**src/verilog/ahb_lite_pkg.sv**
```systemverilog
// AHB-Lite encodings for a 32-bit bus only; no burst, lock or SEQ transfer types are defined
package ahb_lite_pkg;

  //////////////////////////////
  // Transfer control encodings
  //////////////////////////////

  // Only single transfers are issued, so BUSY and SEQ never appear
  typedef enum logic [1:0] {
    HTRANS_IDLE   = 2'b00,
    HTRANS_NONSEQ = 2'b10
  } htrans_t;

  // Transfer size, byte up to word
  typedef enum logic [2:0] {
    HSIZE_BYTE  = 3'b000,
    HSIZE_HWORD = 3'b001,
    HSIZE_WORD  = 3'b010
  } hsize_t;

  // Single transfer burst code
  localparam logic [2:0] HBURST_SINGLE = 3'b000;

  // Data access, privileged, not bufferable, not cacheable
  localparam logic [3:0] HPROT_DBG_DATA = 4'b0011;

  //////////////////////////////
  // Bus word views
  //////////////////////////////

  // Lane 0 is HDATA[7:0] and half 0 is HDATA[15:0]
  typedef union packed {
    logic [3:0][7:0]  byte_lane;
    logic [1:0][15:0] half_lane;
  } ahb_word_u;

endpackage

```
**src/verilog/dbg_biu_pkg.sv**
```systemverilog
// Debug size codes other than 1 and 2 are all treated as 32-bit word accesses
package dbg_biu_pkg;

  //////////////////////////////
  // Debug access size
  //////////////////////////////

  typedef logic [3:0] dbg_size_t;

  localparam dbg_size_t DBG_SIZE_BYTE = 4'h1;
  localparam dbg_size_t DBG_SIZE_HALF = 4'h2;
  localparam dbg_size_t DBG_SIZE_WORD = 4'h4;

  // Debug size code onto the AHB size field
  function automatic ahb_lite_pkg::hsize_t to_hsize(input dbg_size_t size);
    case (size)
      DBG_SIZE_BYTE: return ahb_lite_pkg::HSIZE_BYTE;
      DBG_SIZE_HALF: return ahb_lite_pkg::HSIZE_HWORD;
      DBG_SIZE_WORD: return ahb_lite_pkg::HSIZE_WORD;
      // Unknown codes fall back to a full word
      default:       return ahb_lite_pkg::HSIZE_WORD;
    endcase
  endfunction

  // Byte lane of an address within the bus word
  // Big endian mirrors the lane order
  function automatic logic [1:0] lane_index(input logic [1:0] addr_lo, input bit little_endian);
    return little_endian ? addr_lo : 2'd3 - addr_lo;
  endfunction

endpackage

```
**src/verilog/dbg_biu_ahb_master.sv**
```systemverilog
// Single NONSEQ transfers only; HADDR and HSIZE come from another domain and must be held
`timescale 1ns/10ps

module dbg_biu_ahb_master #(
  parameter int ADDR_WIDTH    = 32,
  parameter bit LITTLE_ENDIAN = 1'b1
) (
  input  logic                     HCLK,
  input  logic                     ahb_rstn,
  input  logic                     start_pulse,
  input  logic [ADDR_WIDTH-1:0]    HADDR,
  input  ahb_lite_pkg::hsize_t     HSIZE,
  input  logic [31:0]              HRDATA,
  input  logic                     HREADY,
  input  logic                     HRESP,
  output ahb_lite_pkg::htrans_t    HTRANS,
  output logic [31:0]              biu_do,
  output logic                     biu_err,
  output logic                     done_tgl
);

  import ahb_lite_pkg::*;
  import dbg_biu_pkg::*;

  typedef enum logic [1:0] {
    ST_IDLE,
    ST_ADDR,
    ST_DATA
  } state_t;

  logic [1:0] rst_sync;
  logic       hrstn;
  state_t     state;
  logic       start_pend;
  logic       launch;
  logic       ack;
  ahb_word_u  rd_word;
  logic [1:0] rd_lane;
  logic [31:0] rd_ext;

  //////////////////////////////
  // Reset release
  //////////////////////////////

  always_ff @(posedge HCLK or negedge ahb_rstn) begin
    if (!ahb_rstn) begin
      rst_sync <= 2'b00;
    end else begin
      rst_sync <= {rst_sync[0], 1'b1};
    end
  end

  assign hrstn = rst_sync[1];

  //////////////////////////////
  // Transfer FSM
  //////////////////////////////

  assign launch = (state == ST_IDLE) && start_pend;
  // Data phase ends on the first HREADY high
  assign ack    = (state == ST_DATA) && HREADY;

  // Start request waits here until the FSM is back in IDLE
  always_ff @(posedge HCLK or negedge hrstn) begin
    if (!hrstn) begin
      start_pend <= 1'b0;
    end else begin
      start_pend <= start_pulse | (start_pend & ~launch);
    end
  end

  always_ff @(posedge HCLK or negedge hrstn) begin
    if (!hrstn) begin
      state  <= ST_IDLE;
      HTRANS <= HTRANS_IDLE;
    end else begin
      case (state)
        ST_IDLE: begin
          if (start_pend) begin
            HTRANS <= HTRANS_NONSEQ;
            state  <= ST_ADDR;
          end
        end
        // Address phase lasts exactly one cycle
        ST_ADDR: begin
          HTRANS <= HTRANS_IDLE;
          state  <= ST_DATA;
        end
        ST_DATA: begin
          if (HREADY) begin
            state <= ST_IDLE;
          end
        end
        default: begin
          HTRANS <= HTRANS_IDLE;
          state  <= ST_IDLE;
        end
      endcase
    end
  end

  //////////////////////////////
  // Read data and status
  //////////////////////////////

  assign rd_word = HRDATA;
  assign rd_lane = lane_index(HADDR[1:0], LITTLE_ENDIAN);

  // Pick the addressed lane and zero extend
  always_comb begin
    case (HSIZE)
      HSIZE_BYTE:  rd_ext = {24'h0, rd_word.byte_lane[rd_lane]};
      HSIZE_HWORD: rd_ext = {16'h0, rd_word.half_lane[rd_lane[1]]};
      default:     rd_ext = rd_word;
    endcase
  end

  always_ff @(posedge HCLK) begin
    if (ack) begin
      biu_do <= rd_ext;
    end
  end

  // Status and completion toggle back to the debug side
  always_ff @(posedge HCLK or negedge hrstn) begin
    if (!hrstn) begin
      biu_err  <= 1'b0;
      done_tgl <= 1'b0;
    end else if (ack) begin
      biu_err  <= HRESP;
      done_tgl <= ~done_tgl;
    end
  end

  a_nonseq_once : assert property (
    @(posedge HCLK) disable iff (!hrstn)
    HTRANS == HTRANS_NONSEQ |=> HTRANS == HTRANS_IDLE
  ) else $error("NONSEQ held for more than one cycle");

endmodule

```
**config.mk**
```make
export PLATFORM = sky130hd
export DESIGN_NAME = dbg_biu_ahb_master
export DESIGN_NICKNAME = d
export VERILOG_FILES = /design/src/verilog/ahb_lite_pkg.sv /design/src/verilog/dbg_biu_pkg.sv /design/src/verilog/dbg_biu_ahb_master.sv
export SDC_FILE = /design/constraint.sdc
export NUM_CORES = 1
export LEC_CHECK = 0
export ABC_AREA = 1
export ABC_CLOCK_PERIOD_IN_PS = 800
export BUFFER_PORTS_ARGS = -buffer_cell sky130_fd_sc_hd__buf_4
export CORE_MARGIN = 1.5
export CORE_UTILIZATION = 40
export DETAILED_ROUTE_END_ITERATION = 8
export PLACE_DENSITY = 0.87
export SYNTH_ARGS = -nofsm -noshare
export SYNTH_HDL_FRONTEND = slang
export SYNTH_SLANG_ARGS = --single-unit
```
**constraint.sdc**
```tcl
create_clock -name HCLK -period 0.8 [get_ports HCLK]
set_input_delay 0.08 -clock HCLK [delete_from_list [all_inputs] [get_ports HCLK]]
set_output_delay 0.08 -clock HCLK [all_outputs]
set_load 0.03 [all_outputs]
```
## Word-level counts from Yosys, hierarchy flattened

Cells that the tools add are included.

- Muxes and demuxes: 10
- Reduce and logical (&&, ||, !) cells: 6
- Bitwise logic cells: 5
- Equal/unequal tests: 5
- Magnitude comparators: 2

Operators with widths:

| kind | count |
|---|---|
| case mux 32 bit (2 select lines) | 1 |
| two-way mux 16 bit | 2 |
| binary-select mux 8 bit (select 2 bit) | 1 |
| two-way mux 8 bit | 1 |
| two-way mux 2 bit | 3 |
| case mux 2 bit (3 select lines) | 1 |
| != test 2 bit (second input constant) | 2 |
| case mux 2 bit (2 select lines) | 1 |
| AND reduction 2 bit | 2 |
| == test 3 x 1 -> 1 bit (second input constant) | 1 |
| logical NOT 3 bit | 1 |
| less-than comparator 2 x 3 -> 1 bit (second input constant) | 1 |
| NOT 1 bit | 3 |
| == test 2 x 1 -> 1 bit (second input constant) | 1 |
| == test 2 bit (second input constant) | 1 |
| logical AND 1 bit | 2 |
| logical NOT 2 bit | 1 |
| less-than comparator 1 x 2 -> 1 bit (second input constant) | 1 |
| bitwise AND 1 bit | 1 |
| bitwise OR 1 bit | 1 |

- Register bits: 41
- Word-level logic and storage cells: 35
- Input bits: 72

## Logic depth before layout (Yosys ltp)

Gate-level depths: netlist of run 1.

- Depth after elaboration: 5
- Depth in mapped cells: 7
- Depth with buffers taken out: 5

## Worst setup path before layout of run 1

No wires, ideal clock.

- Path kind: register to register
- From: register state[0]
- To: register biu_do[0] (enable)
- Data required time: 0.413 ns
- Stages on the path, launching flop included: 4
- Path slack: -0.797 ns
- Arrival time: 1.210 ns
- Cell sequence: dfrtp_1 > inv_1 > nand3_1 > inv_1

- Longest elaborated chain between the ends: 2

Ends and longest elaborated chain:

| what | RTL line | source |
|---|---|---|
| from (decl) | dbg_biu_ahb_master.sv:33 | `state_t state;` |
| from (signal assigned) | dbg_biu_ahb_master.sv:74 | `state <= ST_IDLE;` |
| from (signal assigned) | dbg_biu_ahb_master.sv:81 | `state <= ST_ADDR;` |
| from (signal assigned) | dbg_biu_ahb_master.sv:87 | `state <= ST_DATA;` |
| == test 2 bit | dbg_biu_ahb_master.sv:61 | `assign ack = (state == ST_DATA) && HREADY;` |
| logical AND 1 bit | dbg_biu_ahb_master.sv:61 |  |
| net ack | dbg_biu_ahb_master.sv:36 | `logic ack;` |
| to (signal assigned) | dbg_biu_ahb_master.sv:120 | `biu_do <= rd_ext;` |
| to (decl) | dbg_biu_ahb_master.sv:17 | `output logic [31:0] biu_do,` |

The timed path passes the listed nets, and every way through them passes these cells.
A chain may end at the register's enable or synchronous reset.

## Worst setup path after layout of run 1

- From: register state[0]
- To: register biu_do[31] (enable)

The elaborated chain is that of the path after synthesis.

==> flow_summary.html, run 1 <==
<table>
<tr><th>Metric</th><th>Value</th></tr>
<tr><th colspan="2">Clocking</th></tr>
<tr><td>TritonCTS Buffers</td><td>5</td></tr>
<tr><td>CTS tree</td><td>done</td></tr>
<tr><td>Clk root buf</td><td>sky130_fd_sc_hd__clkbuf_8</td></tr>
<tr><td>Number of buffers on the longest clock path</td><td>2</td></tr>
<tr><td>Clock tree sinks</td><td>40</td></tr>
<tr><td>Number of H-tree levels</td><td>2</td></tr>
<tr><td>CTS clock-pin slew for the worst setup and hold paths</td><td>around 0.080 ns</td></tr>
<tr><td>Clk Latency, worst-skew pair</td><td>0.29 ns</td></tr>
<tr><th colspan="2">Place</th></tr>
<tr><td>Number of buffer cells added on primary ports</td><td>76</td></tr>
<tr><td>Worst-case setup slack after placement</td><td>-0.339 ns</td></tr>
<tr><td>GP Congestion</td><td>0.776</td></tr>
<tr><td>Post-Place Cells</td><td>about 360</td></tr>
<tr><td>Sum of net half-perimeters after detailed placement</td><td>between 3000 and 4000 um</td></tr>
<tr><th colspan="2">STA</th></tr>
<tr><td>Worst hold slack</td><td>between 0.07 and 0.08 ns</td></tr>
<tr><td>Unrepaired setup endpoints after global routing</td><td>yes</td></tr>
<tr><td>Max frequency</td><td>between 800 and 900 MHz</td></tr>
<tr><td>Number of max-slew violations in the final report</td><td>0</td></tr>
<tr><td>Max Clock Skew</td><td>0.00738 ns</td></tr>
<tr><td>Crit path setup slack, layout</td><td>-0.337 ns</td></tr>
<tr><td>Final hold vios</td><td>0</td></tr>
<tr><td>Fraction of the cycle the final worst path needs</td><td>142%</td></tr>
<tr><td>Setup-failing EPs final</td><td>73</td></tr>
<tr><td>Shortest period the worst path allows</td><td>between 1 and 1.5 ns</td></tr>
<tr><th colspan="2">Status</th></tr>
<tr><td>Status</td><td>finished, violations left</td></tr>
<tr><td>Violated checks</td><td>setup timing</td></tr>
<tr><th colspan="2">Drt</th></tr>
<tr><td>DRC viols</td><td>0</td></tr>
<tr><td>Vias after detailed routing</td><td>~1700</td></tr>
<tr><td>DRC violation total after the first TritonRoute iteration</td><td>just over 90</td></tr>
<tr><td>Via-per-instance ratio</td><td>roughly 4.6</td></tr>
<tr><td>Mean routed wirelength per cell</td><td>between 10 and 15 um</td></tr>
<tr><td>First-pass iteration count of the detailed router</td><td>4</td></tr>
<tr><td>Routed Antenna Nets</td><td>0</td></tr>
<tr><td>Final wirelength</td><td>4870 um</td></tr>
<tr><th colspan="2">Worst setup path</th></tr>
<tr><td>Slowest stage cell on the critical path</td><td>sky130_fd_sc_hd__dfrtp_1</td></tr>
<tr><td>Critical Path, Cell by Cell</td><td>inv_2 -&gt; nand3_4 -&gt; clkinvlp_4 -&gt; buf_12</td></tr>
<tr><td>Crit start category</td><td>flop</td></tr>
<tr><td>Data arrival time of the worst path</td><td>between 1 and 1.5 ns</td></tr>
<tr><td>FF-to-FF setup slack</td><td>-0.34 ns</td></tr>
<tr><td>Terminus of the critical flop-to-flop path</td><td>biu_do[31]</td></tr>
<tr><td>Delay of the slowest cell on the worst path</td><td>0.39 ns</td></tr>
<tr><td>Worst Path Class, Setup</td><td>flop to flop</td></tr>
<tr><td>Worst R2R Start</td><td>state[0]</td></tr>
<tr><td>Kind of end point of the critical path</td><td>flop</td></tr>
<tr><td>Reg2reg path depth</td><td>4</td></tr>
<tr><td>Worst endpoint required time</td><td>around 0.8 ns</td></tr>
<tr><td>Critical-path maximum fanout</td><td>21</td></tr>
<tr><th colspan="2">Yosys</th></tr>
<tr><td>Post-synthesis instance total</td><td>approximately 210</td></tr>
<tr><td>Top_reg_cell synth</td><td>sky130_fd_sc_hd__edfxtp_1</td></tr>
<tr><td>Library cells used by synthesis</td><td>21</td></tr>
<tr><td>Post-synthesis instance area</td><td>0.00196 mm2</td></tr>
<tr><td>Sequential area share after synthesis</td><td>roughly three fifths</td></tr>
<tr><td>Post-synthesis average cell area</td><td>9.19 um2</td></tr>
<tr><td>Post-Syn Nets</td><td>about 290</td></tr>
<tr><td>Number of warnings printed during yosys synthesis</td><td>0</td></tr>
<tr><td>Number of storage elements in the synthesis netlist</td><td>40</td></tr>
<tr><td>Number of flops mapped to enable cells by yosys</td><td>32</td></tr>
<tr><td>Fraction of registers with async set or reset after synthesis</td><td>around 20%</td></tr>
<tr><th colspan="2">Cells and area</th></tr>
<tr><td>Ant. Diodes</td><td>0</td></tr>
<tr><td>Count of nets after finishing</td><td>about 380</td></tr>
<tr><td>Post-synthesis to final-layout area growth</td><td>55.4%</td></tr>
<tr><td>Share of post-route cells with drive strength above 1</td><td>between 40% and 50%</td></tr>
<tr><td>Final standard cell count with taps included and fillers excluded</td><td>380</td></tr>
<tr><th colspan="2">Global routing</th></tr>
<tr><td>Global route total overflow</td><td>0</td></tr>
<tr><td>Antenna violations before repair</td><td>0</td></tr>
<tr><td>Pin count of the biggest net entering global routing</td><td>22</td></tr>
<tr><td>Total Routing Usage GR</td><td>between 10% and 20%</td></tr>
<tr><td>Global-route wire length before repair</td><td>7350 um</td></tr>
<tr><td>Number of global-route vias before repair</td><td>~1700</td></tr>
<tr><th colspan="2">Floorplanning</th></tr>
<tr><td>Height of the chip</td><td>between 70 and 80 um</td></tr>
<tr><td>Total I/O pin count</td><td>108</td></tr>
<tr><td>Width of the chip</td><td>approximately 73 um</td></tr>
<tr><td>Row count</td><td>25</td></tr>
<tr><td>Area enclosed by the die boundary</td><td>~0.0053 mm2</td></tr>
<tr><td>Initial Utilization</td><td>between 40 and 50%</td></tr>
<tr><td>Std-Cell Core Area</td><td>~0.0047 mm2</td></tr>
<tr><th colspan="2">Min path</th></tr>
<tr><td>Path type of the worst min-delay path</td><td>input port to flop</td></tr>
<tr><td>Hold Path Sink</td><td>biu_do[13]</td></tr>
<tr><td>Launch point of the worst hold path</td><td>HRDATA[13]</td></tr>
<tr><td>Number of cells on the worst hold path</td><td>3</td></tr>
<tr><th colspan="2">Power and ir drop</th></tr>
<tr><td>Ratio of total power to cell area</td><td>2460 mW/mm2</td></tr>
<tr><td>IR drop worst, VDD</td><td>roughly 0.0011 V</td></tr>
<tr><td>Leak</td><td>0.00149 uW</td></tr>
<tr><th colspan="2">Run</th></tr>
<tr><td>Max capacitance violation total</td><td>0</td></tr>
</table>
## per-stage QoR
stage	TNS, ns	utilization [%]	power (uW)	cell area, um2
floorplan	-18.14	-	4310	1980
detailed placement	-16.62	57.0	5420	2690
CTS	-15.16	63.8	7350	3010
finish	-15.45	64.4	7470	3040
global placement	-15.09	57.0	5320	2690
global route	-17.16	64.4	7770	3040
## cells in the mapped netlist, types with 2 or more instances
cell                       count  area (um2)
sky130_fd_sc_hd__edfxtp_1     32         961
sky130_fd_sc_hd__nor2_4        3        33.8
sky130_fd_sc_hd__nand2_1      92         345
sky130_fd_sc_hd__buf_6         4        45.0
sky130_fd_sc_hd__nand2_2      10        62.6
sky130_fd_sc_hd__inv_1        23        86.3
sky130_fd_sc_hd__conb_1        2        7.51
sky130_fd_sc_hd__nand2_4       2        22.5
sky130_fd_sc_hd__nand3_1       9        45.0
sky130_fd_sc_hd__nor2_1       18        67.6
sky130_fd_sc_hd__dfrtp_1       8         200
## per-layer routing
layer  global-route usage, %  part of all wire [%]  vias to the layer above
met5                       0                     0                        -
met4                    8.39                   2.2                        0
met3                    4.28                   5.7                        9
met2                    33.6                    53                       76
met1                    20.5                    39                      810
li1                        -                     -                      850
## layout by cell type (no fill, tap or decap)
cell,synthesis,layout
sky130_fd_sc_hd__a21o_1,1,1
sky130_fd_sc_hd__a21oi_2,0,1
sky130_fd_sc_hd__buf_12,1,4
sky130_fd_sc_hd__buf_4,1,54
sky130_fd_sc_hd__buf_6,4,38
sky130_fd_sc_hd__clkbuf_1,0,1
sky130_fd_sc_hd__clkbuf_8,0,6
sky130_fd_sc_hd__clkinv_1,0,1
sky130_fd_sc_hd__clkinvlp_4,0,1
sky130_fd_sc_hd__conb_1,2,2
sky130_fd_sc_hd__dfrtp_1,8,8
sky130_fd_sc_hd__dlygate4sd3_1,0,3
sky130_fd_sc_hd__edfxtp_1,32,32
sky130_fd_sc_hd__inv_1,23,19
sky130_fd_sc_hd__inv_2,1,4
sky130_fd_sc_hd__inv_8,1,1
sky130_fd_sc_hd__nand2_1,92,89
sky130_fd_sc_hd__nand2_2,10,13
sky130_fd_sc_hd__nand2_4,2,2
sky130_fd_sc_hd__nand3_1,9,8
sky130_fd_sc_hd__nand3_4,0,1
sky130_fd_sc_hd__nor2_1,18,17
sky130_fd_sc_hd__nor2_2,0,1
sky130_fd_sc_hd__nor2_4,3,3
sky130_fd_sc_hd__o21ai_2,0,1
sky130_fd_sc_hd__or2_4,0,1
sky130_fd_sc_hd__xnor2_2,0,1
## power breakdown
part           leakage, uW  switching [uW]  internal, uW  total [uW]
Clock            0.0000459             661           691        1350
Sequential        0.000392             246          2780        3030
Combinational      0.00105            1620          1460        3090
Total              0.00149            2530          4940        7470
## what timing repair did
action                                  CTS  global route
hold buffers                              3             0
endpoints found under the setup margin   73            73
pin swaps                                 2             2
setup buffers                             6             2
gates resized for setup                  43             4
hold endpoints to repair                  4             0
## sequential cells by signal, indices dropped and copies added (netlist names)
signal / count
start_pend: 1
biu_err: 1
rst_sync: 2
HTRANS: 1
done_tgl: 1
biu_do: 32
state: 2
## worst max-delay path by stage
stage	start	to	depth (start not counted)
after floorplan	state[1]	biu_do[0]	2
after global placement	state[0]	biu_do[12]	4
after detailed placement	state[0]	biu_do[12]	4
after CTS	state[0]	biu_do[7]	4
after global routing	state[0]	biu_do[23]	4
final	state[0]	biu_do[31]	4
## critical path, delay by kind of cell, from the launching register on
kind / cells / cell delay (ns)
flip-flops: 1 / 0.39
buffers and inverters: 3 / 0.37
AND/OR/NAND/NOR: 1 / 0.07
## kinds of logic (layout without fill, tap and decap cells)
| kind of cell | Yosys count | in the layout | synth area share, % |
|---|---|---|---|
| other | 2 | 2 | 0.384 |
| DFF | 40 | 40 | 59.3 |
| AOI/OAI and AO/OA | 3 | 3 | 0.895 |
| buffers and inverters | 32 | 132 | 9.14 |
| and+or+nand+nor | 135 | 135 | 29.8 |
| xor gates and xnor gates | 1 | 1 | 0.448 |
## cell type report
cell class,instances,area (um2)
Multi-Input combinational cell,141,657
Tap cell,67,83.8
Clock buffer,7,86.3
Inverter,25,105
Sequential cell,40,1160
Timing Repair Buffer,99,943
Fill cell,348,1680
Clock inverter,1,3.75
Note: power is estimated with default switching activity, not from simulation.
==> run 2: changes to the inputs <==
- CORE_UTILIZATION: 40 -> 35
- CTS_BUF_LIST: not set -> sky130_fd_sc_hd__clkbuf_2 sky130_fd_sc_hd__clkbuf_4 sky130_fd_sc_hd__clkbuf_8
- PLACE_DENSITY: 0.87 -> 0.79
- SETUP_SLACK_MARGIN: not set -> 0.05
==> run 2 against run 1 <==
Against the previous run:
- the flow still finishes with violations (setup timing)
- via count shrank 1.2%
- power grew 2.2%
- sequential power is essentially flat
- critical path type unchanged
==> flow_summary.html, run 2 (same netlist as run 1, synthesis figures left out) <==
<table>
<tr><th>Metric</th><th>Value</th></tr>
<tr><th colspan="2">Drt</th></tr>
<tr><td>Vias after detailed routing</td><td>1724 (was 1745)</td></tr>
<tr><td>Mean routed wirelength per cell</td><td>13.1 um (was 12.8 um)</td></tr>
<tr><td>DRC viols</td><td>0 (unchanged)</td></tr>
<tr><td>Final wirelength</td><td>5010 um (was 4870 um)</td></tr>
<tr><td>First-pass iteration count of the detailed router</td><td>4 (unchanged)</td></tr>
<tr><td>Routed Antenna Nets</td><td>0 (unchanged)</td></tr>
<tr><td>DRC violation total after the first TritonRoute iteration</td><td>97 (was 92)</td></tr>
<tr><td>Via-per-instance ratio</td><td>4.49 (was 4.59)</td></tr>
<tr><th colspan="2">Worst setup path</th></tr>
<tr><td>Worst R2R Start</td><td>state[0] (unchanged)</td></tr>
<tr><td>Worst Path Class, Setup</td><td>flop to flop (unchanged)</td></tr>
<tr><td>Critical-path maximum fanout</td><td>20 (was 21)</td></tr>
<tr><td>Reg2reg path depth</td><td>4 (unchanged)</td></tr>
<tr><td>Terminus of the critical flop-to-flop path</td><td>biu_do[0] (was biu_do[31])</td></tr>
<tr><td>FF-to-FF setup slack</td><td>-0.38 ns (was -0.34 ns)</td></tr>
<tr><td>Crit start category</td><td>flop (unchanged)</td></tr>
<tr><td>Kind of end point of the critical path</td><td>flop (unchanged)</td></tr>
<tr><td>Worst endpoint required time</td><td>0.80 ns (about the same)</td></tr>
<tr><td>Data arrival time of the worst path</td><td>1.18 ns (was 1.13 ns)</td></tr>
<tr><th colspan="2">Power and ir drop</th></tr>
<tr><td>Internal power contribution</td><td>5120 uW (was 4940 uW)</td></tr>
<tr><td>Portion of total power attributed to combinational logic</td><td>38.8% (was 41.3%)</td></tr>
<tr><td>Clock power frac</td><td>21.4% (was 18.1%)</td></tr>
<tr><td>Share of total power in sequential cells</td><td>39.8% (was 40.6%)</td></tr>
<tr><td>IR drop worst, VDD</td><td>0.00107 V (was 0.00115 V)</td></tr>
<tr><td>Switching Power</td><td>2510 uW (was 2530 uW)</td></tr>
<tr><td>Leak</td><td>0.00149 uW (about the same)</td></tr>
<tr><td>Switching power as a share of total power</td><td>32.9% (was 33.9%)</td></tr>
<tr><td>Ratio of total power to cell area</td><td>2490 mW/mm2 (was 2460 mW/mm2)</td></tr>
<tr><th colspan="2">Global routing</th></tr>
<tr><td>Number of global-route vias before repair</td><td>1708 (was 1674)</td></tr>
<tr><td>Global-route wire length before repair</td><td>8020 um (was 7350 um)</td></tr>
<tr><td>Total Routing Usage GR</td><td>17.3% (was 18.5%)</td></tr>
<tr><td>Global route total overflow</td><td>0 (unchanged)</td></tr>
<tr><td>Pin count of the biggest net entering global routing</td><td>21 (was 22)</td></tr>
<tr><td>Antenna violations before repair</td><td>0 (unchanged)</td></tr>
<tr><th colspan="2">Min path</th></tr>
<tr><td>Path type of the worst min-delay path</td><td>input port to flop (unchanged)</td></tr>
<tr><td>Hold Path Sink</td><td>biu_do[10] (was biu_do[13])</td></tr>
<tr><td>Launch point of the worst hold path</td><td>HRDATA[10] (was HRDATA[13])</td></tr>
<tr><td>Number of cells on the worst hold path</td><td>3 (unchanged)</td></tr>
<tr><th colspan="2">Cells and area</th></tr>
<tr><td>Count of nets after finishing</td><td>383 (was 384)</td></tr>
<tr><td>Post-synthesis to final-layout area growth</td><td>56.5% (was 55.4%)</td></tr>
<tr><td>Ant. Diodes</td><td>0 (unchanged)</td></tr>
<tr><td>Commonest non-fill, non-tap cell in the layout</td><td>sky130_fd_sc_hd__nand2_1 (unchanged)</td></tr>
<tr><td>Multi-input logic area</td><td>648 um2 (was 657 um2)</td></tr>
<tr><td>Final Cell Area</td><td>0.00306 mm2 (was 0.00304 mm2)</td></tr>
<tr><td>Fillers</td><td>466 (was 348)</td></tr>
<tr><td>Sequential cell area</td><td>0.00116 mm2 (unchanged)</td></tr>
<tr><td>Registers with the most flip-flops</td><td>biu_do (32), rst_sync (2), state (2) (unchanged)</td></tr>
<tr><td>Top reg by flops</td><td>biu_do (unchanged)</td></tr>
<tr><td>Commonest cells after routing, fill and taps aside</td><td>sky130_fd_sc_hd__nand2_1 (90), sky130_fd_sc_hd__buf_4 (55), sky130_fd_sc_hd__buf_6 (36) (was sky130_fd_sc_hd__nand2_1 (89), sky130_fd_sc_hd__buf_4 (54), sky130_fd_sc_hd__buf_6 (38))</td></tr>
<tr><td>Max FFs per register</td><td>32 (unchanged)</td></tr>
<tr><td>Share of post-route cells with drive strength above 1</td><td>42.0% (was 42.2%)</td></tr>
<tr><th colspan="2">Clocking</th></tr>
<tr><td>CTS clock-pin slew for the worst setup and hold paths</td><td>0.07 ns (was 0.08 ns)</td></tr>
<tr><td>Clk Latency, worst-skew pair</td><td>0.29 ns (about the same)</td></tr>
<tr><td>Number of H-tree levels</td><td>2 (unchanged)</td></tr>
<tr><td>CTS tree</td><td>done (unchanged)</td></tr>
<tr><td>TritonCTS Buffers</td><td>5 (unchanged)</td></tr>
<tr><td>Number of buffers on the longest clock path</td><td>2 (unchanged)</td></tr>
<tr><td>Clk root buf</td><td>sky130_fd_sc_hd__clkbuf_8 (unchanged)</td></tr>
<tr><td>Clock tree sinks</td><td>40 (unchanged)</td></tr>
<tr><th colspan="2">Floorplanning</th></tr>
<tr><td>Width of the chip</td><td>77.8 um (was 72.9 um)</td></tr>
<tr><td>Std-Cell Core Area</td><td>0.00544 mm2 (was 0.00472 mm2)</td></tr>
<tr><td>Initial Utilization</td><td>36.0% (was 41.4%)</td></tr>
<tr><td>Height of the chip</td><td>77.8 um (was 72.9 um)</td></tr>
<tr><td>Total I/O pin count</td><td>108 (unchanged)</td></tr>
<tr><td>Row count</td><td>27 (was 25)</td></tr>
<tr><td>Area enclosed by the die boundary</td><td>0.00605 mm2 (was 0.00532 mm2)</td></tr>
<tr><th colspan="2">STA</th></tr>
<tr><td>Worst hold slack</td><td>0.0684 ns (was 0.0721 ns)</td></tr>
<tr><td>Setup-failing EPs final</td><td>73 (unchanged)</td></tr>
<tr><td>Unrepaired setup endpoints after global routing</td><td>yes (unchanged)</td></tr>
<tr><td>Shortest period the worst path allows</td><td>1.18 ns (was 1.14 ns)</td></tr>
<tr><td>Max frequency</td><td>850 MHz (was 879 MHz)</td></tr>
<tr><td>Number of max-slew violations in the final report</td><td>0 (unchanged)</td></tr>
<tr><td>Fraction of the cycle the final worst path needs</td><td>147% (was 142%)</td></tr>
<tr><td>Final hold vios</td><td>0 (unchanged)</td></tr>
<tr><td>Crit path setup slack, layout</td><td>-0.377 ns (was -0.337 ns)</td></tr>
<tr><td>Max Clock Skew</td><td>0.00452 ns (was 0.00738 ns)</td></tr>
<tr><th colspan="2">Place</th></tr>
<tr><td>GP Congestion</td><td>0.776 (about the same)</td></tr>
<tr><td>Number of buffer cells added on primary ports</td><td>76 (unchanged)</td></tr>
<tr><td>Sum of net half-perimeters after detailed placement</td><td>3730 um (was 3590 um)</td></tr>
<tr><td>Post-Place Cell Area</td><td>0.00272 mm2 (was 0.00269 mm2)</td></tr>
<tr><th colspan="2">Status</th></tr>
<tr><td>Status</td><td>finished, violations left (unchanged)</td></tr>
<tr><td>Violated checks</td><td>setup timing (unchanged)</td></tr>
<tr><th colspan="2">Run</th></tr>
<tr><td>Max capacitance violation total</td><td>0 (unchanged)</td></tr>
</table>
## run 2: through the flow
stage / cells / utilization (%) / TNS (ns) / power, uW / setup slack, ns
after floorplan: 213 / - / -18.15 / 4330 / -0.546
after global placement: 366 / 49.9 / -14.84 / 5330 / -0.330
after detailed placement: 366 / 49.9 / -16.96 / 5410 / -0.372
after CTS: 383 / 56.0 / -15.71 / 7530 / -0.335
after global routing: 384 / 56.3 / -19.44 / 7940 / -0.423
final: 384 / 56.3 / -16.89 / 7630 / -0.377
## run 2: cell type report
type,count,area share [%]
clock inverter,2,1.14
inverter,25,4.00
timing repair buffer,98,30.3
sequential,40,37.9
tap,72,2.94
clock buffer,6,2.49
multi-input combinational,141,21.2
## run 2: layer usage
layer | up-vias | global-route usage, % | routed length, um
li1 | 850 | - | -
met1 | 800 | 18.7 | 1820
met2 | 61 | 31.4 | 2690
met3 | 13 | 4.35 | 339
met4 | 0 | 8.18 | 162
met5 | - | 0 | 0
## run 2: worst max-delay path: stages (launching register included)
cell                         delay [ns]
sky130_fd_sc_hd__dfrtp_1           0.40
sky130_fd_sc_hd__inv_2             0.09
sky130_fd_sc_hd__nand3_4           0.08
sky130_fd_sc_hd__clkinvlp_4        0.14
sky130_fd_sc_hd__buf_12            0.17
## run 2: power by group through the flow
stage | Combinational (uW) | Clock (uW) | Sequential, uW
after detailed placement | 2400 | 0 | 3010
after global routing | 3130 | 1740 | 3070
after global placement | 2320 | 0 | 3000
after floorplan | 662 | 0 | 3670
final | 2960 | 1630 | 3030
after CTS | 2860 | 1650 | 3020
## run 2: how the worst max path moves through the flow
stage	startpoint	end	slack (ns)	cells after the start
6_report	state[0]	biu_do[0]	-0.38	4
3_3_place_gp	state[0]	biu_do[15]	-0.33	4
3_5_place_dp	state[0]	biu_do[12]	-0.37	4
2_1_floorplan	state[1]	biu_do[0]	-0.55	2
5_1_grt	state[0]	biu_do[8]	-0.42	4
4_1_cts	state[0]	biu_do[8]	-0.33	4
## run 2: timing repair
action / CTS / global route
hold buffers: 3 / 0
gates resized for setup: 38 / 3
endpoints found under the hold margin: 4 / 0
buffers inserted: 6 / 2
setup endpoints to repair: 73 / 73
==> run 3: changes to the inputs <==
- ABC_AREA: 1 -> not set
- PLACE_DENSITY: 0.79 -> 0.8
==> run 3 against run 2 <==
Against the previous run:
- the flow still finishes with violations (setup timing)
- critical path depth stayed put
- via count is 21% lower
- sequential share of layout area is 1.8 points lower
- global-route usage is 0.13 points higher
- power is 8.1% lower
- register-to-register slack better by 0.04 ns
- synthesized cell count is 38% lower
- hold slack worse by 0.043 ns
- critical path type unchanged
==> flow_summary.html, run 3 <==
<table>
<tr><th>Metric</th><th>Value</th></tr>
<tr><th colspan="2">Status</th></tr>
<tr><td>Status</td><td>finished, violations left (unchanged)</td></tr>
<tr><td>Violated checks</td><td>setup timing (unchanged)</td></tr>
<tr><th colspan="2">Drt</th></tr>
<tr><td>Vias after detailed routing</td><td>1368 (was 1724)</td></tr>
<tr><td>Mean routed wirelength per cell</td><td>15.7 um (was 13.1 um)</td></tr>
<tr><td>First-pass iteration count of the detailed router</td><td>4 (unchanged)</td></tr>
<tr><td>DRC viols</td><td>0 (unchanged)</td></tr>
<tr><td>Routed Antenna Nets</td><td>0 (unchanged)</td></tr>
<tr><td>Via-per-instance ratio</td><td>4.53 (was 4.49)</td></tr>
<tr><td>Final wirelength</td><td>4730 um (was 5010 um)</td></tr>
<tr><td>DRC violation total after the first TritonRoute iteration</td><td>45 (was 97)</td></tr>
<tr><th colspan="2">Clocking</th></tr>
<tr><td>Number of H-tree levels</td><td>2 (unchanged)</td></tr>
<tr><td>CTS clock-pin slew for the worst setup and hold paths</td><td>0.08 ns (was 0.07 ns)</td></tr>
<tr><td>Number of buffers on the longest clock path</td><td>2 (unchanged)</td></tr>
<tr><td>TritonCTS Buffers</td><td>5 (unchanged)</td></tr>
<tr><td>Clock tree sinks</td><td>40 (unchanged)</td></tr>
<tr><td>Clk root buf</td><td>sky130_fd_sc_hd__clkbuf_8 (unchanged)</td></tr>
<tr><td>Clk Latency, worst-skew pair</td><td>0.28 ns (was 0.29 ns)</td></tr>
<tr><td>CTS tree</td><td>done (unchanged)</td></tr>
<tr><th colspan="2">Place</th></tr>
<tr><td>Sum of net half-perimeters after detailed placement</td><td>3280 um (was 3730 um)</td></tr>
<tr><td>GP Congestion</td><td>0.787 (was 0.776)</td></tr>
<tr><td>Worst-case setup slack after placement</td><td>-0.432 ns (was -0.372 ns)</td></tr>
<tr><td>Post-Place Cells</td><td>284 (was 366)</td></tr>
<tr><td>Number of buffer cells added on primary ports</td><td>76 (unchanged)</td></tr>
<tr><td>Post-Place Cell Area</td><td>0.00271 mm2 (was 0.00272 mm2)</td></tr>
<tr><th colspan="2">Yosys</th></tr>
<tr><td>Top_reg_cell synth</td><td>sky130_fd_sc_hd__edfxtp_1 (unchanged)</td></tr>
<tr><td>Post-synthesis average cell area</td><td>13.9 um2 (was 9.19 um2)</td></tr>
<tr><td>Post-synthesis mux area share</td><td>4.93% (was 0%)</td></tr>
<tr><td>Xor/xnor share of the synthesized area</td><td>0.473% (was 0.448%)</td></tr>
<tr><td>Library cells used by synthesis</td><td>26 (was 21)</td></tr>
<tr><td>Synth Area in Compound Gates</td><td>10.1% (was 0.895%)</td></tr>
<tr><td>Sequential area share after synthesis</td><td>62.7% (was 59.3%)</td></tr>
<tr><td>Number of warnings printed during yosys synthesis</td><td>0 (unchanged)</td></tr>
<tr><td>Number of flops mapped to enable cells by yosys</td><td>32 (unchanged)</td></tr>
<tr><td>Fraction of the mapped netlist area in adder cells</td><td>0% (unchanged)</td></tr>
<tr><td>Combinational family with the most area after synthesis</td><td>simple AND/OR/NAND/NOR gates (unchanged)</td></tr>
<tr><td>Post-Syn Nets</td><td>205 (was 285)</td></tr>
<tr><td>Proportion of netlist area held by the largest area contributor</td><td>51.9% (was 49.1%)</td></tr>
<tr><td>Ranking of synthesized cells by instance count</td><td>sky130_fd_sc_hd__edfxtp_1 (32), sky130_fd_sc_hd__and2_1 (16), sky130_fd_sc_hd__inv_1 (10), sky130_fd_sc_hd__nand2_1 (10), sky130_fd_sc_hd__o21ai_0 (10) (was sky130_fd_sc_hd__nand2_1 (92), sky130_fd_sc_hd__edfxtp_1 (32), sky130_fd_sc_hd__inv_1 (23))</td></tr>
<tr><td>Fraction of registers with async set or reset after synthesis</td><td>20.0% (unchanged)</td></tr>
<tr><td>Simple-Gate Fraction of Synth Area</td><td>15.8% (was 29.8%)</td></tr>
<tr><td>Post-synthesis instance total</td><td>133 (was 213)</td></tr>
<tr><td>Number of storage elements in the synthesis netlist</td><td>40 (unchanged)</td></tr>
<tr><td>Most numerous cell in the Yosys netlist</td><td>sky130_fd_sc_hd__edfxtp_1 (was sky130_fd_sc_hd__nand2_1)</td></tr>
<tr><td>Biggest area consumer among synthesized cells</td><td>sky130_fd_sc_hd__edfxtp_1 (unchanged)</td></tr>
<tr><td>Post-synthesis instance area</td><td>0.00185 mm2 (was 0.00196 mm2)</td></tr>
<tr><td>Area contributors post-synth</td><td>sky130_fd_sc_hd__edfxtp_1 (52%), sky130_fd_sc_hd__dfrtp_1 (11%), sky130_fd_sc_hd__a221oi_2 (6.5%) (was sky130_fd_sc_hd__edfxtp_1 (49%), sky130_fd_sc_hd__nand2_1 (18%), sky130_fd_sc_hd__dfrtp_1 (10%))</td></tr>
<tr><th colspan="2">Power and ir drop</th></tr>
<tr><td>Switching power as a share of total power</td><td>31.8% (was 32.9%)</td></tr>
<tr><td>IR drop worst, VDD</td><td>0.000825 V (was 0.00107 V)</td></tr>
<tr><td>Clock power frac</td><td>19.0% (was 21.4%)</td></tr>
<tr><td>Internal power contribution</td><td>4780 uW (was 5120 uW)</td></tr>
<tr><td>Portion of total power attributed to combinational logic</td><td>39.4% (was 38.8%)</td></tr>
<tr><td>Ratio of total power to cell area</td><td>2180 mW/mm2 (was 2490 mW/mm2)</td></tr>
<tr><td>Switching Power</td><td>2230 uW (was 2510 uW)</td></tr>
<tr><td>Share of total power in sequential cells</td><td>41.6% (was 39.8%)</td></tr>
<tr><td>Leak</td><td>0.00136 uW (was 0.00149 uW)</td></tr>
<tr><th colspan="2">Min path</th></tr>
<tr><td>Hold Path Sink</td><td>biu_err (was biu_do[10])</td></tr>
<tr><td>Launch point of the worst hold path</td><td>HRESP (was HRDATA[10])</td></tr>
<tr><td>Number of cells on the worst hold path</td><td>2 (was 3)</td></tr>
<tr><td>Path type of the worst min-delay path</td><td>input port to flop (unchanged)</td></tr>
<tr><th colspan="2">STA</th></tr>
<tr><td>Shortest period the worst path allows</td><td>1.14 ns (was 1.18 ns)</td></tr>
<tr><td>Unrepaired setup endpoints after global routing</td><td>yes (unchanged)</td></tr>
<tr><td>Final hold vios</td><td>0 (unchanged)</td></tr>
<tr><td>Max Clock Skew</td><td>0.00647 ns (was 0.00452 ns)</td></tr>
<tr><td>Max frequency</td><td>881 MHz (was 850 MHz)</td></tr>
<tr><td>Fraction of the cycle the final worst path needs</td><td>142% (was 147%)</td></tr>
<tr><td>Crit path setup slack, layout</td><td>-0.336 ns (was -0.377 ns)</td></tr>
<tr><td>Setup TNS</td><td>-15.82 ns (was -16.89 ns)</td></tr>
<tr><td>Number of max-slew violations in the final report</td><td>0 (unchanged)</td></tr>
<tr><td>Setup-failing EPs final</td><td>103 (was 73)</td></tr>
<tr><th colspan="2">Cells and area</th></tr>
<tr><td>Max FFs per register</td><td>32 (unchanged)</td></tr>
<tr><td>Final Cell Area</td><td>0.00322 mm2 (was 0.00306 mm2)</td></tr>
<tr><td>Commonest non-fill, non-tap cell in the layout</td><td>sky130_fd_sc_hd__buf_4 (was sky130_fd_sc_hd__nand2_1)</td></tr>
<tr><td>Ant. Diodes</td><td>0 (unchanged)</td></tr>
<tr><td>Final standard cell count with taps included and fillers excluded</td><td>302 (was 384)</td></tr>
<tr><td>Registers with the most flip-flops</td><td>biu_do (32), rst_sync (2), state (2) (unchanged)</td></tr>
<tr><td>Count of nets after finishing</td><td>303 (was 383)</td></tr>
<tr><td>Final standard cell utilization of the core</td><td>63.0% (was 56.3%)</td></tr>
<tr><td>Commonest cells after routing, fill and taps aside</td><td>sky130_fd_sc_hd__buf_4 (48), sky130_fd_sc_hd__buf_6 (42), sky130_fd_sc_hd__edfxtp_1 (32) (was sky130_fd_sc_hd__nand2_1 (90), sky130_fd_sc_hd__buf_4 (55), sky130_fd_sc_hd__buf_6 (36))</td></tr>
<tr><td>Post-synthesis to final-layout area growth</td><td>73.6% (was 56.5%)</td></tr>
<tr><td>Top reg by flops</td><td>biu_do (unchanged)</td></tr>
<tr><td>Share of post-route cells with drive strength above 1</td><td>69.4% (was 42.0%)</td></tr>
<tr><th colspan="2">Global routing</th></tr>
<tr><td>Most crowded layer after global routing</td><td>met2 (unchanged)</td></tr>
<tr><td>Global route total overflow</td><td>0 (unchanged)</td></tr>
<tr><td>GR Layer Usage met1</td><td>18.6% (was 18.7%)</td></tr>
<tr><td>Total Routing Usage GR</td><td>17.5% (was 17.3%)</td></tr>
<tr><td>Global-route wire length before repair</td><td>7170 um (was 8020 um)</td></tr>
<tr><td>Number of global-route vias before repair</td><td>1489 (was 1708)</td></tr>
<tr><td>GR Layer Usage met3</td><td>4.76% (was 4.35%)</td></tr>
<tr><td>M2 GR Usage</td><td>32.3% (was 31.4%)</td></tr>
<tr><td>Antenna violations before repair</td><td>0 (unchanged)</td></tr>
<tr><td>Pin count of the biggest net entering global routing</td><td>21 (unchanged)</td></tr>
<tr><th colspan="2">Floorplanning</th></tr>
<tr><td>Initial Utilization</td><td>36.3% (was 36.0%)</td></tr>
<tr><td>Height of the chip</td><td>75.7 um (was 77.8 um)</td></tr>
<tr><td>Total I/O pin count</td><td>108 (unchanged)</td></tr>
<tr><td>Std-Cell Core Area</td><td>0.00511 mm2 (was 0.00544 mm2)</td></tr>
<tr><td>Row count</td><td>26 (was 27)</td></tr>
<tr><td>Area enclosed by the die boundary</td><td>0.00574 mm2 (was 0.00605 mm2)</td></tr>
<tr><td>Width of the chip</td><td>75.7 um (was 77.8 um)</td></tr>
<tr><th colspan="2">Worst setup path</th></tr>
<tr><td>Critical-path maximum fanout</td><td>20 (unchanged)</td></tr>
<tr><td>FF-to-FF setup slack</td><td>-0.34 ns (was -0.38 ns)</td></tr>
<tr><td>Worst Path Class, Setup</td><td>flop to flop (unchanged)</td></tr>
<tr><td>Kind of end point of the critical path</td><td>flop (unchanged)</td></tr>
<tr><td>Terminus of the critical flop-to-flop path</td><td>biu_do[16] (was biu_do[0])</td></tr>
<tr><td>Data arrival time of the worst path</td><td>1.13 ns (was 1.18 ns)</td></tr>
<tr><td>Reg2reg path depth</td><td>4 (unchanged)</td></tr>
<tr><td>Crit start category</td><td>flop (unchanged)</td></tr>
<tr><td>Worst R2R Start</td><td>state[0] (unchanged)</td></tr>
<tr><td>Worst endpoint required time</td><td>0.79 ns (was 0.80 ns)</td></tr>
<tr><th colspan="2">Run</th></tr>
<tr><td>Max capacitance violation total</td><td>0 (unchanged)</td></tr>
</table>
==> run 3: per-stage QoR <==
step	hold slack [ns]	total power [uW]
finish	0.0251	7010
global route	0.0272	7300
CTS	0.0281	6900
detailed placement	-0.135	5080
global placement	-0.137	5030
floorplan	-0.216	4120
==> run 3: power groups by stage <==
stage                     Sequential, uW  Clock [uW]  Combinational (uW)
after floorplan                     3490           0                 630
after global placement              2890           0                2140
after detailed placement            2900           0                2170
after CTS                           2910        1350                2640
after global routing                2960        1430                2920
final                               2920        1330                2760
==> run 3: worst max-delay path, stage by stage (launching register included) <==
cell,delay (ns)
sky130_fd_sc_hd__dfrtp_1,0.39
sky130_fd_sc_hd__inv_2,0.08
sky130_fd_sc_hd__nand3_4,0.08
sky130_fd_sc_hd__clkinvlp_4,0.12
sky130_fd_sc_hd__buf_12,0.17
==> run 3: how the worst max path moves through the flow <==
stage,end,start,cells past startpoint,slack [ns]
global placement,biu_do[3],HSIZE[1],5,-0.40
global route,biu_do[18],state[0],4,-0.38
finish,biu_do[16],state[0],4,-0.34
floorplan,biu_do[0],state[0],3,-0.55
detailed placement,biu_do[3],HSIZE[1],5,-0.43
CTS,biu_do[22],state[0],4,-0.34
==> run 3: timing repair <==
item	4_1_cts	5_1_grt
gates cloned	2	0
gates resized for setup	69	19
pin swaps	3	2
endpoints found under the setup margin	99	105
hold buffers	2	0
hold endpoints to repair	3	0
buffers inserted	6	1
==> run 3: cell type report <==
class / count / area (um2)
clock buffer: 7 / 83.8
clock inverter: 1 / 5.00
fill: 367 / 1890
inverter: 10 / 41.3
multi-input combinational: 74 / 818
sequential: 40 / 1160
tap: 70 / 87.6
timing repair buffer: 100 / 1020
==> run 3: kinds of logic (layout without fill, tap and decap cells) <==
logic type / Yosys count / after routing
AO/OA/AOI/OAI: 20 / 20
XOR/XNOR: 1 / 1
buffers and inverters: 19 / 118
flip-flops: 40 / 40
multiplexers: 9 / 9
other: 2 / 2
AND/OR/NAND/NOR: 42 / 42
==> run 3: layer usage <==
metal  wire (um)  vias to the layer above
li1            -                      671
met1        1770                      648
met2        2690                       43
met3         197                        6
met4          78                        0
met5           0                        -
